<file path="src/verilog/divsqrt_ops_pkg.sv">
// --------------------------------------
// Opcodes and control FSM states
// Opcode is one bit wide in the payload
// --------------------------------------

package divsqrt_ops_pkg;

  // --------------------------------------
  // Operation select
  // --------------------------------------
  // OP_DIV gives a / b, quotient only
  // OP_SQRT gives floor(sqrt(a)), b unused
  typedef enum logic {
    OP_DIV  = 1'b0,
    OP_SQRT = 1'b1
  } divsqrt_op_e;

  // --------------------------------------
  // Control FSM
  // --------------------------------------
  // Idle waits for work
  // Busy waits for the core to finish
  // Hold keeps a result that downstream refused
  typedef enum logic [1:0] {
    ST_IDLE = 2'd0,
    ST_BUSY = 2'd1,
    ST_HOLD = 2'd2
  } ctrl_state_e;

endpackage

</file>
<file path="src/verilog/divsqrt_cfg_pkg.sv">
// --------------------------------------
// Sizes for the integer divide/sqrt unit
// Operands and result are unsigned
// Sqrt needs an even DataWidth
// --------------------------------------

package divsqrt_cfg_pkg;

  // --------------------------------------
  // Datapath widths
  // --------------------------------------
  // Operand and result width
  localparam int unsigned DataWidth = 16;
  // Tag carried along with every operation
  localparam int unsigned TagWidth  = 4;

  // --------------------------------------
  // Iteration counts
  // --------------------------------------
  // One quotient bit per cycle
  localparam int unsigned DivIters   = DataWidth;
  // One root bit per pair of operand bits
  localparam int unsigned SqrtIters  = DataWidth / 2;
  // Counter must hold the longest run
  localparam int unsigned CountWidth = $clog2(DivIters + 1);

  // --------------------------------------
  // Stage payloads
  // --------------------------------------
  // Opcode bit, a, b and tag
  localparam int unsigned InPayloadW  = 1 + 2 * DataWidth + TagWidth;
  // Result, divide-by-zero flag and tag
  localparam int unsigned OutPayloadW = DataWidth + 1 + TagWidth;

endpackage
</file>
<file path="src/verilog/divsqrt_top.sv">
// --------------------------------------
// Divide/sqrt unit, elastic in and out
// Up to three ops in flight, kept in order
// Flush clears all state in one cycle
// --------------------------------------

`timescale 1ns/1ps

module divsqrt_top (
  input  logic                                 clk_i,
  input  logic                                 rst_n_i,
  // Request side
  input  logic                                 in_valid_i,
  output logic                                 in_ready_o,
  input  divsqrt_ops_pkg::divsqrt_op_e         op_i,
  input  logic [divsqrt_cfg_pkg::DataWidth-1:0] a_i,
  input  logic [divsqrt_cfg_pkg::DataWidth-1:0] b_i,
  input  logic [divsqrt_cfg_pkg::TagWidth-1:0]  tag_i,
  // Response side
  output logic                                 out_valid_o,
  input  logic                                 out_ready_i,
  output logic [divsqrt_cfg_pkg::DataWidth-1:0] result_o,
  output logic                                 dz_o,
  output logic [divsqrt_cfg_pkg::TagWidth-1:0]  tag_o,
  // Control and status
  input  logic                                 flush_i,
  output logic                                 busy_o
);

  import divsqrt_cfg_pkg::*;
  import divsqrt_ops_pkg::*;

  // --------------------------------------
  // Internal wires
  // --------------------------------------
  logic                   in_valid_q;
  logic                   in_ready_q;
  logic [InPayloadW-1:0]  in_data_q;
  logic                   ctrl_out_valid;
  logic                   ctrl_out_ready;
  logic [DataWidth-1:0]   ctrl_result;
  logic                   ctrl_dz;
  logic [TagWidth-1:0]    ctrl_tag;
  logic                   ctrl_busy;
  logic                   unit_start;
  logic                   unit_ready;
  logic                   unit_done;
  logic [DataWidth-1:0]   unit_result;
  logic                   unit_dz;
  logic                   out_valid_q;
  logic [OutPayloadW-1:0] out_data_q;

  // Input stage, payload is {op, a, b, tag}
  divsqrt_pipe_stage #(
    .PayloadW (InPayloadW)
  ) u_in_stage (
    .clk_i   (clk_i),
    .rst_n_i (rst_n_i),
    .flush_i (flush_i),
    .valid_i (in_valid_i),
    .ready_o (in_ready_o),
    .data_i  ({op_i, a_i, b_i, tag_i}),
    .valid_o (in_valid_q),
    .ready_i (in_ready_q),
    .data_o  (in_data_q)
  );

  divsqrt_ctrl u_ctrl (
    .clk_i         (clk_i),
    .rst_n_i       (rst_n_i),
    .flush_i       (flush_i),
    .in_valid_i    (in_valid_q),
    .in_ready_o    (in_ready_q),
    .tag_i         (in_data_q[TagWidth-1:0]),
    .unit_ready_i  (unit_ready),
    .unit_done_i   (unit_done),
    .unit_result_i (unit_result),
    .unit_dz_i     (unit_dz),
    .start_o       (unit_start),
    .out_valid_o   (ctrl_out_valid),
    .out_ready_i   (ctrl_out_ready),
    .result_o      (ctrl_result),
    .dz_o          (ctrl_dz),
    .tag_o         (ctrl_tag),
    .busy_o        (ctrl_busy)
  );

  // Flush also aborts the running op
  divsqrt_iter_unit u_unit (
    .clk_i    (clk_i),
    .rst_n_i  (rst_n_i),
    .start_i  (unit_start),
    .op_i     (divsqrt_op_e'(in_data_q[InPayloadW-1])),
    .a_i      (in_data_q[TagWidth+DataWidth +: DataWidth]),
    .b_i      (in_data_q[TagWidth +: DataWidth]),
    .kill_i   (flush_i),
    .ready_o  (unit_ready),
    .done_o   (unit_done),
    .result_o (unit_result),
    .dz_o     (unit_dz)
  );

  // Output stage, payload is {result, dz, tag}
  divsqrt_pipe_stage #(
    .PayloadW (OutPayloadW)
  ) u_out_stage (
    .clk_i   (clk_i),
    .rst_n_i (rst_n_i),
    .flush_i (flush_i),
    .valid_i (ctrl_out_valid),
    .ready_o (ctrl_out_ready),
    .data_i  ({ctrl_result, ctrl_dz, ctrl_tag}),
    .valid_o (out_valid_q),
    .ready_i (out_ready_i),
    .data_o  (out_data_q)
  );

  assign out_valid_o = out_valid_q;
  assign result_o    = out_data_q[OutPayloadW-1 -: DataWidth];
  assign dz_o        = out_data_q[TagWidth];
  assign tag_o       = out_data_q[TagWidth-1:0];
  // Anything held in either stage or in the core
  assign busy_o      = in_valid_q | ctrl_busy | out_valid_q;

endmodule

</file>
<file path="src/verilog/divsqrt_ctrl.sv">
// --------------------------------------
// Control FSM between stages and core
// Starts only when the core is ready
// A refused result waits in the hold reg
// Flush wins over every other action
// --------------------------------------

`timescale 1ns/1ps

module divsqrt_ctrl (
  input  logic                                 clk_i,
  input  logic                                 rst_n_i,
  input  logic                                 flush_i,
  // Input stage side
  input  logic                                 in_valid_i,
  output logic                                 in_ready_o,
  input  logic [divsqrt_cfg_pkg::TagWidth-1:0]  tag_i,
  // Core side
  input  logic                                 unit_ready_i,
  input  logic                                 unit_done_i,
  input  logic [divsqrt_cfg_pkg::DataWidth-1:0] unit_result_i,
  input  logic                                 unit_dz_i,
  output logic                                 start_o,
  // Output stage side
  output logic                                 out_valid_o,
  input  logic                                 out_ready_i,
  output logic [divsqrt_cfg_pkg::DataWidth-1:0] result_o,
  output logic                                 dz_o,
  output logic [divsqrt_cfg_pkg::TagWidth-1:0]  tag_o,
  // Status
  output logic                                 busy_o
);

  import divsqrt_cfg_pkg::*;
  import divsqrt_ops_pkg::*;

  ctrl_state_e          state_q;
  ctrl_state_e          state_d;
  logic                 in_ready;
  logic                 out_valid;
  logic                 busy;
  logic                 hold_en;
  logic [TagWidth-1:0]  tag_q;
  logic [DataWidth-1:0] held_result_q;
  logic                 held_dz_q;

  // --------------------------------------
  // Next state and handshakes
  // --------------------------------------
  always_comb begin
    in_ready  = 1'b0;
    out_valid = 1'b0;
    busy      = 1'b0;
    hold_en   = 1'b0;
    state_d   = state_q;

    unique case (state_q)
      ST_IDLE: begin
        in_ready = unit_ready_i;
        if (in_valid_i && unit_ready_i) begin
          state_d = ST_BUSY;
        end
      end
      ST_BUSY: begin
        busy = 1'b1;
        if (unit_done_i) begin
          out_valid = 1'b1;
          if (out_ready_i) begin
            // Result leaves now, next op may start in the same cycle
            state_d  = ST_IDLE;
            in_ready = unit_ready_i;
            if (in_valid_i && unit_ready_i) begin
              state_d = ST_BUSY;
            end
          end else begin
            // Park the result until downstream has room
            hold_en = 1'b1;
            state_d = ST_HOLD;
          end
        end
      end
      ST_HOLD: begin
        busy      = 1'b1;
        out_valid = 1'b1;
        if (out_ready_i) begin
          state_d  = ST_IDLE;
          in_ready = unit_ready_i;
          if (in_valid_i && unit_ready_i) begin
            state_d = ST_BUSY;
          end
        end
      end
      default: state_d = ST_IDLE;
    endcase

    // Flush drops everything in flight
    if (flush_i) begin
      in_ready  = 1'b0;
      out_valid = 1'b0;
      busy      = 1'b0;
      hold_en   = 1'b0;
      state_d   = ST_IDLE;
    end
  end

  always_ff @(posedge clk_i) begin
    if (!rst_n_i) begin
      state_q <= ST_IDLE;
    end else begin
      state_q <= state_d;
    end
  end

  // --------------------------------------
  // Tag and hold registers
  // --------------------------------------
  assign start_o = in_valid_i & in_ready;

  // Tag follows the op through the core
  always_ff @(posedge clk_i) begin
    if (start_o) begin
      tag_q <= tag_i;
    end
    if (hold_en) begin
      held_result_q <= unit_result_i;
      held_dz_q     <= unit_dz_i;
    end
  end

  // Held value has priority while parked
  assign result_o    = (state_q == ST_HOLD) ? held_result_q : unit_result_i;
  assign dz_o        = (state_q == ST_HOLD) ? held_dz_q : unit_dz_i;
  assign tag_o       = tag_q;
  assign in_ready_o  = in_ready;
  assign out_valid_o = out_valid;
  assign busy_o      = busy;

endmodule

</file>
<file path="src/verilog/divsqrt_iter_unit.sv">
// --------------------------------------
// Iterative unsigned divide and sqrt core
// One result bit per cycle and one op at a time
// Divide by zero returns all ones and sets dz
// Start is ignored while busy
// --------------------------------------

`timescale 1ns/1ps

module divsqrt_iter_unit (
  input  logic                                 clk_i,
  input  logic                                 rst_n_i,
  input  logic                                 start_i,
  input  divsqrt_ops_pkg::divsqrt_op_e         op_i,
  input  logic [divsqrt_cfg_pkg::DataWidth-1:0] a_i,
  input  logic [divsqrt_cfg_pkg::DataWidth-1:0] b_i,
  input  logic                                 kill_i,
  output logic                                 ready_o,
  output logic                                 done_o,
  output logic [divsqrt_cfg_pkg::DataWidth-1:0] result_o,
  output logic                                 dz_o
);

  import divsqrt_cfg_pkg::*;
  import divsqrt_ops_pkg::*;

  // --------------------------------------
  // State
  // --------------------------------------
  logic                  busy_q;
  logic                  done_q;
  logic [CountWidth-1:0] cnt_q;
  logic                  launch;

  // Working registers
  divsqrt_op_e           op_q;
  logic [DataWidth-1:0]  div_q;
  // Dividend or radicand shifted out from the top
  logic [DataWidth-1:0]  quo_q;
  logic [DataWidth-1:0]  rem_q;
  logic [SqrtIters-1:0]  root_q;
  // Only set for a divide by zero
  logic                  dz_q;

  // --------------------------------------
  // Restoring divide step
  // --------------------------------------
  logic [DataWidth:0]    div_shift;
  logic [DataWidth+1:0]  div_diff;
  logic                  div_neg;

  // Bring down the next dividend bit
  assign div_shift = {rem_q, quo_q[DataWidth-1]};
  // Extra top bit gives the sign of the trial
  assign div_diff  = {1'b0, div_shift} - {2'b00, div_q};
  assign div_neg   = div_diff[DataWidth+1];

  // --------------------------------------
  // Digit-by-digit sqrt step
  // --------------------------------------
  logic [DataWidth-1:0]  sq_shift;
  logic [DataWidth-1:0]  sq_trial;
  logic [DataWidth:0]    sq_diff;
  logic                  sq_neg;

  // Bring down the next pair of radicand bits
  // Top two rem bits are always zero here
  assign sq_shift = {rem_q[DataWidth-3:0], quo_q[DataWidth-1:DataWidth-2]};
  // Trial subtrahend is 4*root + 1
  assign sq_trial = {{(DataWidth-SqrtIters-2){1'b0}}, root_q, 2'b01};
  assign sq_diff  = {1'b0, sq_shift} - {1'b0, sq_trial};
  assign sq_neg   = sq_diff[DataWidth];

  // --------------------------------------
  // Sequencing
  // --------------------------------------
  assign launch = start_i & ~busy_q;

  // Done pulses one cycle after the last step
  always_ff @(posedge clk_i) begin
    if (!rst_n_i || kill_i) begin
      busy_q <= 1'b0;
      done_q <= 1'b0;
      cnt_q  <= '0;
    end else begin
      done_q <= 1'b0;
      if (launch) begin
        busy_q <= 1'b1;
        cnt_q  <= (op_i == OP_DIV) ? CountWidth'(DivIters) : CountWidth'(SqrtIters);
      end else if (busy_q) begin
        cnt_q <= cnt_q - 1'b1;
        // Result is final after this step
        if (cnt_q == CountWidth'(1)) begin
          busy_q <= 1'b0;
          done_q <= 1'b1;
        end
      end
    end
  end

  // Datapath registers
  always_ff @(posedge clk_i) begin
    if (launch) begin
      op_q   <= op_i;
      div_q  <= b_i;
      quo_q  <= a_i;
      rem_q  <= '0;
      root_q <= '0;
      dz_q   <= (op_i == OP_DIV) && (b_i == '0);
    end else if (busy_q) begin
      if (op_q == OP_DIV) begin
        // Restore on a negative trial
        // Quotient bit enters at the bottom
        rem_q <= div_neg ? div_shift[DataWidth-1:0] : div_diff[DataWidth-1:0];
        quo_q <= {quo_q[DataWidth-2:0], ~div_neg};
      end else begin
        rem_q  <= sq_neg ? sq_shift : sq_diff[DataWidth-1:0];
        quo_q  <= {quo_q[DataWidth-3:0], 2'b00};
        root_q <= {root_q[SqrtIters-2:0], ~sq_neg};
      end
    end
  end

  // --------------------------------------
  // Outputs
  // --------------------------------------
  assign ready_o  = ~busy_q;
  assign done_o   = done_q;
  // b of zero already leaves all ones in quo_q
  assign result_o = (op_q == OP_DIV) ? quo_q : {{(DataWidth-SqrtIters){1'b0}}, root_q};
  assign dz_o     = dz_q;

endmodule

</file>
<file path="src/verilog/divsqrt_pipe_stage.sv">
// --------------------------------------
// One elastic register stage
// Full throughput, ready is combinational
// Flush drops the held item
// --------------------------------------

`timescale 1ns/1ps

module divsqrt_pipe_stage #(
  parameter int unsigned PayloadW = 8
) (
  input  logic                clk_i,
  input  logic                rst_n_i,
  input  logic                flush_i,
  // Upstream side
  input  logic                valid_i,
  output logic                ready_o,
  input  logic [PayloadW-1:0] data_i,
  // Downstream side
  output logic                valid_o,
  input  logic                ready_i,
  output logic [PayloadW-1:0] data_o
);

  logic                valid_q;
  logic [PayloadW-1:0] data_q;
  logic                load;

  // Take new data when empty or when the current item leaves
  assign ready_o = ~valid_q | ready_i;
  assign load    = valid_i & ready_o;

  // Valid flag, cleared by reset and by flush
  always_ff @(posedge clk_i) begin
    if (!rst_n_i || flush_i) begin
      valid_q <= 1'b0;
    end else if (ready_o) begin
      valid_q <= valid_i;
    end
  end

  // Payload only moves on a transfer
  always_ff @(posedge clk_i) begin
    if (load) begin
      data_q <= data_i;
    end
  end

  assign valid_o = valid_q;
  assign data_o  = data_q;

endmodule

</file>
<file path="config.mk">
export PLATFORM = sky130hd
export DESIGN_NAME = divsqrt_top
export DESIGN_NICKNAME = d
export VERILOG_FILES = /design/src/verilog/divsqrt_ops_pkg.sv /design/src/verilog/divsqrt_cfg_pkg.sv /design/src/verilog/divsqrt_top.sv /design/src/verilog/divsqrt_ctrl.sv /design/src/verilog/divsqrt_iter_unit.sv /design/src/verilog/divsqrt_pipe_stage.sv
export SDC_FILE = /design/constraint.sdc
export NUM_CORES = 1
export LEC_CHECK = 0
export ABC_AREA = 1
export BUFFER_PORTS_ARGS = -buffer_cell sky130_fd_sc_hd__buf_2
export CAP_MARGIN = 0
export CORE_MARGIN = 4
export CORE_UTILIZATION = 55
export CTS_CLUSTER_DIAMETER = 60
export DETAILED_ROUTE_END_ITERATION = 6
export PLACE_DENSITY = 0.74
export SYNTH_ARGS = -nofsm -noshare
export SYNTH_HDL_FRONTEND = slang
export SYNTH_SLANG_ARGS = --single-unit
</file>
<file path="constraint.sdc">
create_clock -name clk_i -period 8.8 [get_ports clk_i]
set_clock_uncertainty 0.1 [all_clocks]
set_input_delay 1.76 -clock clk_i [delete_from_list [all_inputs] [get_ports clk_i]]
set_output_delay 1.76 -clock clk_i [all_outputs]
set_load 0.05 [all_outputs]
</file>
# ---- Word level (Yosys, flattened, before mapping)
# Index checks and enable logic that the tools add are counted.
dict set report totals {
  reg_bits 148
  input_bits 42
  output_inout_bits 24
  elab_cells 88
}
dict set report classes {
  n_addsub 3
  n_eq_ne 6
  muxes 35
  n_bitwise 15
  n_reduce_logical 12
}
# op n
set op_table {}
lappend op_table {{16-bit two-way mux} 8}
lappend op_table {{17-bit by 16-bit subtractor with 18-bit output} 1}
lappend op_table {{1-bit two-way mux} 17}
lappend op_table {{16-bit by 10-bit subtractor with 17-bit output} 1}
lappend op_table {{16-bit logical NOT} 1}
lappend op_table {{5-bit two-way mux} 3}
lappend op_table {{2-bit two-way mux} 4}
lappend op_table {{1-bit inverter} 7}
lappend op_table {{2-bit by 1-bit != test with 1-bit output, second input constant} 3}
lappend op_table {{2-bit case mux with 3 select lines} 1}
lappend op_table {{5-bit by 1-bit equality test with 1-bit output, second input constant} 1}
lappend op_table {{5-bit by 1-bit subtractor with 5-bit output, second input constant} 1}
lappend op_table {{1-bit AND} 4}
lappend op_table {{1-bit bitwise OR} 4}
lappend op_table {{2-bit OR reduction} 2}
lappend op_table {{1-bit case mux with 3 select lines} 1}
lappend op_table {{3-bit AND reduction} 1}
lappend op_table {{3-bit OR reduction} 1}
lappend op_table {{2-bit by 1-bit equality test with 1-bit output, second input constant} 1}
lappend op_table {{2-bit equality test, second input constant} 1}
lappend op_table {{1-bit logical AND} 2}
lappend op_table {{2-bit logical NOT} 1}
lappend op_table {{1-bit case mux with 2 select lines} 1}
lappend op_table {{2-bit AND reduction} 1}
lappend op_table {{3 further kinds} 3}

# ---- Logic depth before layout (Yosys ltp)
dict set report depth {
  depth_word 9
  mapped_depth 16
  depth_no_buf 16
}

# ---- Hierarchy
# A second synthesis with hierarchy kept.
dict set report unflattened {
  hier_cells 924
  area_unflattened_um2 7795.0
}
# module n_inst cells_each area_each_um2 seq_area_each_um2
set by_module_without_submodules {}
lappend by_module_without_submodules {divsqrt_iter_unit 1 726 4819.6 1641.6}
lappend by_module_without_submodules {{divsqrt_pipe_stage at u_in_stage} 1 45 1166.1 1131.1}
lappend by_module_without_submodules {divsqrt_ctrl 1 121 1112.3 670.6}
lappend by_module_without_submodules {{divsqrt_pipe_stage at u_out_stage} 1 29 685.7 650.6}
lappend by_module_without_submodules {divsqrt_top 1 3 11.3 0.0}

# ---- Least setup slack after synthesis
# OpenSTA, ideal clock, no wires.
dict set report synth_path {
  kind {input to register}
  start {input out_ready_i}
  end {register u_in_stage.data_q[0] (netlist: u_in_stage.data_o[0]), enable pin}
  setup_time_ns 0.444
  arrival_time_ns 3.947
  t_required_ns 8.256
  slack_ns 4.309
  path_stages 6
  n_path_buf 0
  cell_sequence {nor2_1 inv_1 nand2_1 nand2_1 nand2_1 a21oi_1}
}
dict set report synth_via {
  elab_chain_cells 7
}
# element line_no
set synth_rtl {}
lappend synth_rtl {{from (decl)} divsqrt_top.sv:21} ;# input logic out_ready_i,
lappend synth_rtl {{1-bit bitwise OR (*)} divsqrt_pipe_stage.sv:30} ;# assign ready_o = ~valid_q | ready_i;
lappend synth_rtl {{1-bit two-way mux (*)} {divsqrt_ctrl.sv:68, divsqrt_ctrl.sv:85}}
lappend synth_rtl {{1-bit two-way mux} divsqrt_ctrl.sv:66} ;# if (unit_done_i) begin
lappend synth_rtl {{1-bit case mux with 3 select lines (*)} divsqrt_ctrl.sv:57} ;# unique case (state_q)
lappend synth_rtl {{1-bit two-way mux (*)} divsqrt_ctrl.sv:97} ;# if (flush_i) begin
lappend synth_rtl {{1-bit bitwise OR (*)} divsqrt_pipe_stage.sv:30}
lappend synth_rtl {{1-bit AND (*)} divsqrt_pipe_stage.sv:31} ;# assign load = valid_i & ready_o;
lappend synth_rtl {{via u_in_stage.load} divsqrt_pipe_stage.sv:27} ;# logic load;
lappend synth_rtl {{to (signal assigned)} divsqrt_pipe_stage.sv:45} ;# data_q <= data_i;
lappend synth_rtl {{to (decl)} divsqrt_pipe_stage.sv:26} ;# logic [PayloadW-1:0] data_q;
# Mark *: on every way through the listed nets, which the timed path passes. The rest lies on a longest branch.
# A chain may end at the register's enable or synchronous reset.

# ---- Final worst setup path
dict set report layout_path {
  start {input out_ready_i}
  end {output in_ready_o}
}
dict set report layout_via {
  elab_chain_cells 6
}
# element line_no
set layout_rtl {}
lappend layout_rtl {{1-bit bitwise OR (*)} divsqrt_pipe_stage.sv:30}
lappend layout_rtl {{1-bit two-way mux (*)} {divsqrt_ctrl.sv:68, divsqrt_ctrl.sv:85}}
lappend layout_rtl {{1-bit two-way mux} divsqrt_ctrl.sv:66}
lappend layout_rtl {{1-bit case mux with 3 select lines (*)} divsqrt_ctrl.sv:57}
lappend layout_rtl {{1-bit two-way mux (*)} divsqrt_ctrl.sv:97}
lappend layout_rtl {{1-bit bitwise OR (*)} divsqrt_pipe_stage.sv:30}
lappend layout_rtl {{to (decl)} divsqrt_top.sv:14} ;# output logic in_ready_o,
# Every way passes the cells marked *; elsewhere a longest branch is shown, timed or not.

==> flow_summary.ini <==
[run_status]
status = completed

[critical_path]
end_kind = output pin
r2r_setup_slack_ns = 4.86
worstPathCellList = buf_2 > nor2_1 > inv_1 > nand2_1 > nand2_1 > nand2_1 > nand2_1 > buf_2
required_ns = 6.94
crit_arrival_ns = 2.77
crit_path_start_kind = input pin
path_class = input pin to output pin
crit_family = simple AND/OR/NAND/NOR gates
crit_slowest_cell = buf_2
worst_path_most_repeated_cell = nand2_1
cpPeakStageDelay_ns = 0.22
critical_path_buf_inv_count = 3
cp_max_fo = 4

[global_route]
grt_busiest_layer = met2
met2_usage = 0.350
grt_pass1_wl_um = 26700
grt_max_degree = 42
grt_pass1_vias = 5678
grtUsageMet3 = 0.0437
gr-usage-met1 = 0.273
antenna_found_initial = 0
grt_remaining_overflow = 0
grt.total_usage = 0.208

[synthesis]
ys_seq_elements = 148
syn_nets = 969
yosysUniqueCellTypes = 39
avgSynthCellArea_um2 = 8.60
synth_warnings = 0
syn-cell-area_mm2 = 0.00770
synthCells = 895
ys_seq_area_frac = 0.532

[final_layout]
syn2layout_area_growth_pct = 13.9
nets = 1034
stdcell_count = 1149
drive_gt1_frac = 0.123
antenna_cells = 0
final_core_util = 0.652
fillCellCount = 1140

[pwr]
power_density_mw_per_mm2 = 251
p_leak_nw = 4.03
peakVddDrop_uv = 188

[timing]
finalCritPeriodShare = 0.526
hold_viol = 0
setup_viol = 0
period_minus_slack_ns = 4.63
fin_ws_ns = 4.17
tightest_slew_ns = 1.21
slew_headroom = 0.192
rsz0062_at_grt = false
max_freq_mhz = 216
slew_viol_final = 0
hold_ws_ns = 0.321
tns_ns = 0

[route]
routedWlPerCell_um = 14.2
routed_via_density = 5.17
drt_iter0_markers = 477
detail-route-antenna-nets = 0
drc_errors = 0
drtPass1Iterations = 5
vias = 5943
routed_wl_um = 16300

[clocking]
post_cts_buffers = 0
cts_tree = yes
clkTransAtPathRegs_ns = 0.07
holdBufCountCts = 0
ctsResizeCount = 0
clk_path_buf_depth = 2
cts_made_buffers = 17
clock_sinks = 148
clkLatencyLatePin_ns = 0.43
htree_levels = 4
clockRootBuffer = clkbuf_16

[hold_path]
min_path_type = register to register

[place]
dpl.hpwl_um = 11600
gp_congestion = 0.892
place_ws_ns = 4.17
dp.cells = 1117
port_buffers = 65

[die]
top_level_ports = 66
start_util = 0.572
die-height_um = 126
rows = 42
die-area_mm2 = 0.0160
fp.dieW_um = 126
core-area_mm2 = 0.0135

[job]
cap_violations = 0
==> metrics by stage <==
stage	instance area, µm²	total power [W]
detailed placement	8140	0.00143
global route	8770	0.00234
CTS	8770	0.00220
global placement	8140	0.00143
finish	8770	0.00220
floorplan	7700	0.00133
==> cell usage after synthesis (all sizes together) <==
cell type / count / area, µm²
nand3b: 4 / 30.0
o21bai: 2 / 15.0
or2: 1 / 6.26
o21ai: 27 / 135
clkbuf: 9 / 43.8
ha: 31 / 388
o211ai: 12 / 95.1
inv: 129 / 484
nand3: 77 / 395
dfxtp: 35 / 701
a21oi: 38 / 190
a31oi: 8 / 50.1
nor3: 7 / 35.0
xnor2: 5 / 43.8
buf: 14 / 114
nor4: 5 / 31.3
nand2: 303 / 1160
o221ai: 1 / 8.76
fa: 1 / 20.0
nor2: 56 / 223
edfxtp: 113 / 3390
a21o: 1 / 7.51
nand4: 3 / 18.8
xor2: 10 / 87.6
o32ai: 1 / 8.76
o31ai: 2 / 15.0
==> report_power, final <==
group          total, W  internal (W)  leakage [nW]  switching (W)
Clock          0.000766      0.000463         0.303       0.000303
Combinational  0.000594      0.000211          2.39       0.000383
Sequential     0.000840      0.000794          1.34      0.0000465
==> placed cells by master, fill, tap and decap left out, types with 2 or more instances in the layout <==
| cell | n |
|---|---|
| clkbuf_16 | 17 |
| buf_4 | 4 |
| xnor2_1 | 5 |
| nand3_2 | 2 |
| dfxtp_1 | 35 |
| nor4_1 | 4 |
| nand2_2 | 5 |
| ha_1 | 31 |
| nor2_1 | 52 |
| o21ai_0 | 23 |
| inv_6 | 3 |
| o211ai_1 | 11 |
| nand4_1 | 3 |
| clkinv_4 | 3 |
| inv_2 | 4 |
| o21bai_1 | 2 |
| nand3b_1 | 4 |
| o31ai_1 | 2 |
| nand2_1 | 297 |
| buf_2 | 65 |
| edfxtp_1 | 113 |
| a21oi_1 | 37 |
| a31oi_1 | 8 |
| nor2_2 | 3 |
| o21ai_1 | 4 |
| nand3_1 | 75 |
| inv_8 | 3 |
| clkinvlp_4 | 2 |
| inv_1 | 125 |
| nor3_1 | 7 |
| bufinv_16 | 3 |
| xor2_1 | 10 |
==> routing by layer <==
layer / up-vias / share of wire / wire (µm)
met3: 23 / 0.052 / 847
met1: 2709 / 0.45 / 7320
met2: 151 / 0.48 / 7850
met5: - / 0 / 0
li1: 3060 / - / -
met4: 0 / 0.015 / 245
==> sequential cells by signal, summed over array words and instances (netlist names) <==
name	count
u_unit.done_o	1
u_out_stage.valid_o	1
u_unit.div_q	16
u_unit.op_q	1
u_unit.root_q	8
u_unit.quo_q	16
u_ctrl.held_dz_q	1
u_unit.busy_q	1
u_in_stage.data_o	37
u_ctrl.held_result_q	16
u_in_stage.valid_o	1
u_out_stage.data_o	21
u_unit.dz_o	1
u_unit.rem_q	16
u_ctrl.state_q	2
u_unit.cnt_q	5
u_ctrl.tag_o	4
==> cell type report <==
type | count | area [µm²] | area share
timing repair buffer | 69 | 355 | 0.0405
sequential | 148 | 4090 | 0.467
clock buffer | 18 | 439 | 0.0501
tap | 176 | 220 | 0.0251
inverter | 129 | 484 | 0.0552
multi-input combinational | 595 | 2980 | 0.340
clock inverter | 14 | 191 | 0.0218
==> cells by family after synthesis <==
group / after synthesis / synth area share
compound gates: 92 / 0.0683
fa+ha+maj: 32 / 0.0530
xor+xnor: 15 / 0.0171
flops: 148 / 0.532
simple gates: 456 / 0.246
buf+inv: 152 / 0.0834
==> worst paths after layout <==
check	start	endpoint	depth (start not counted)
max reg2reg	u_ctrl.state_q[0]	u_unit.cnt_q[3]	11
min	u_ctrl.tag_o[1]	u_out_stage.data_o[1]	0
min reg2reg	u_ctrl.tag_o[1]	u_out_stage.data_o[1]	0
max	out_ready_i	in_ready_o	8
(Power assumes the default switching activity.)
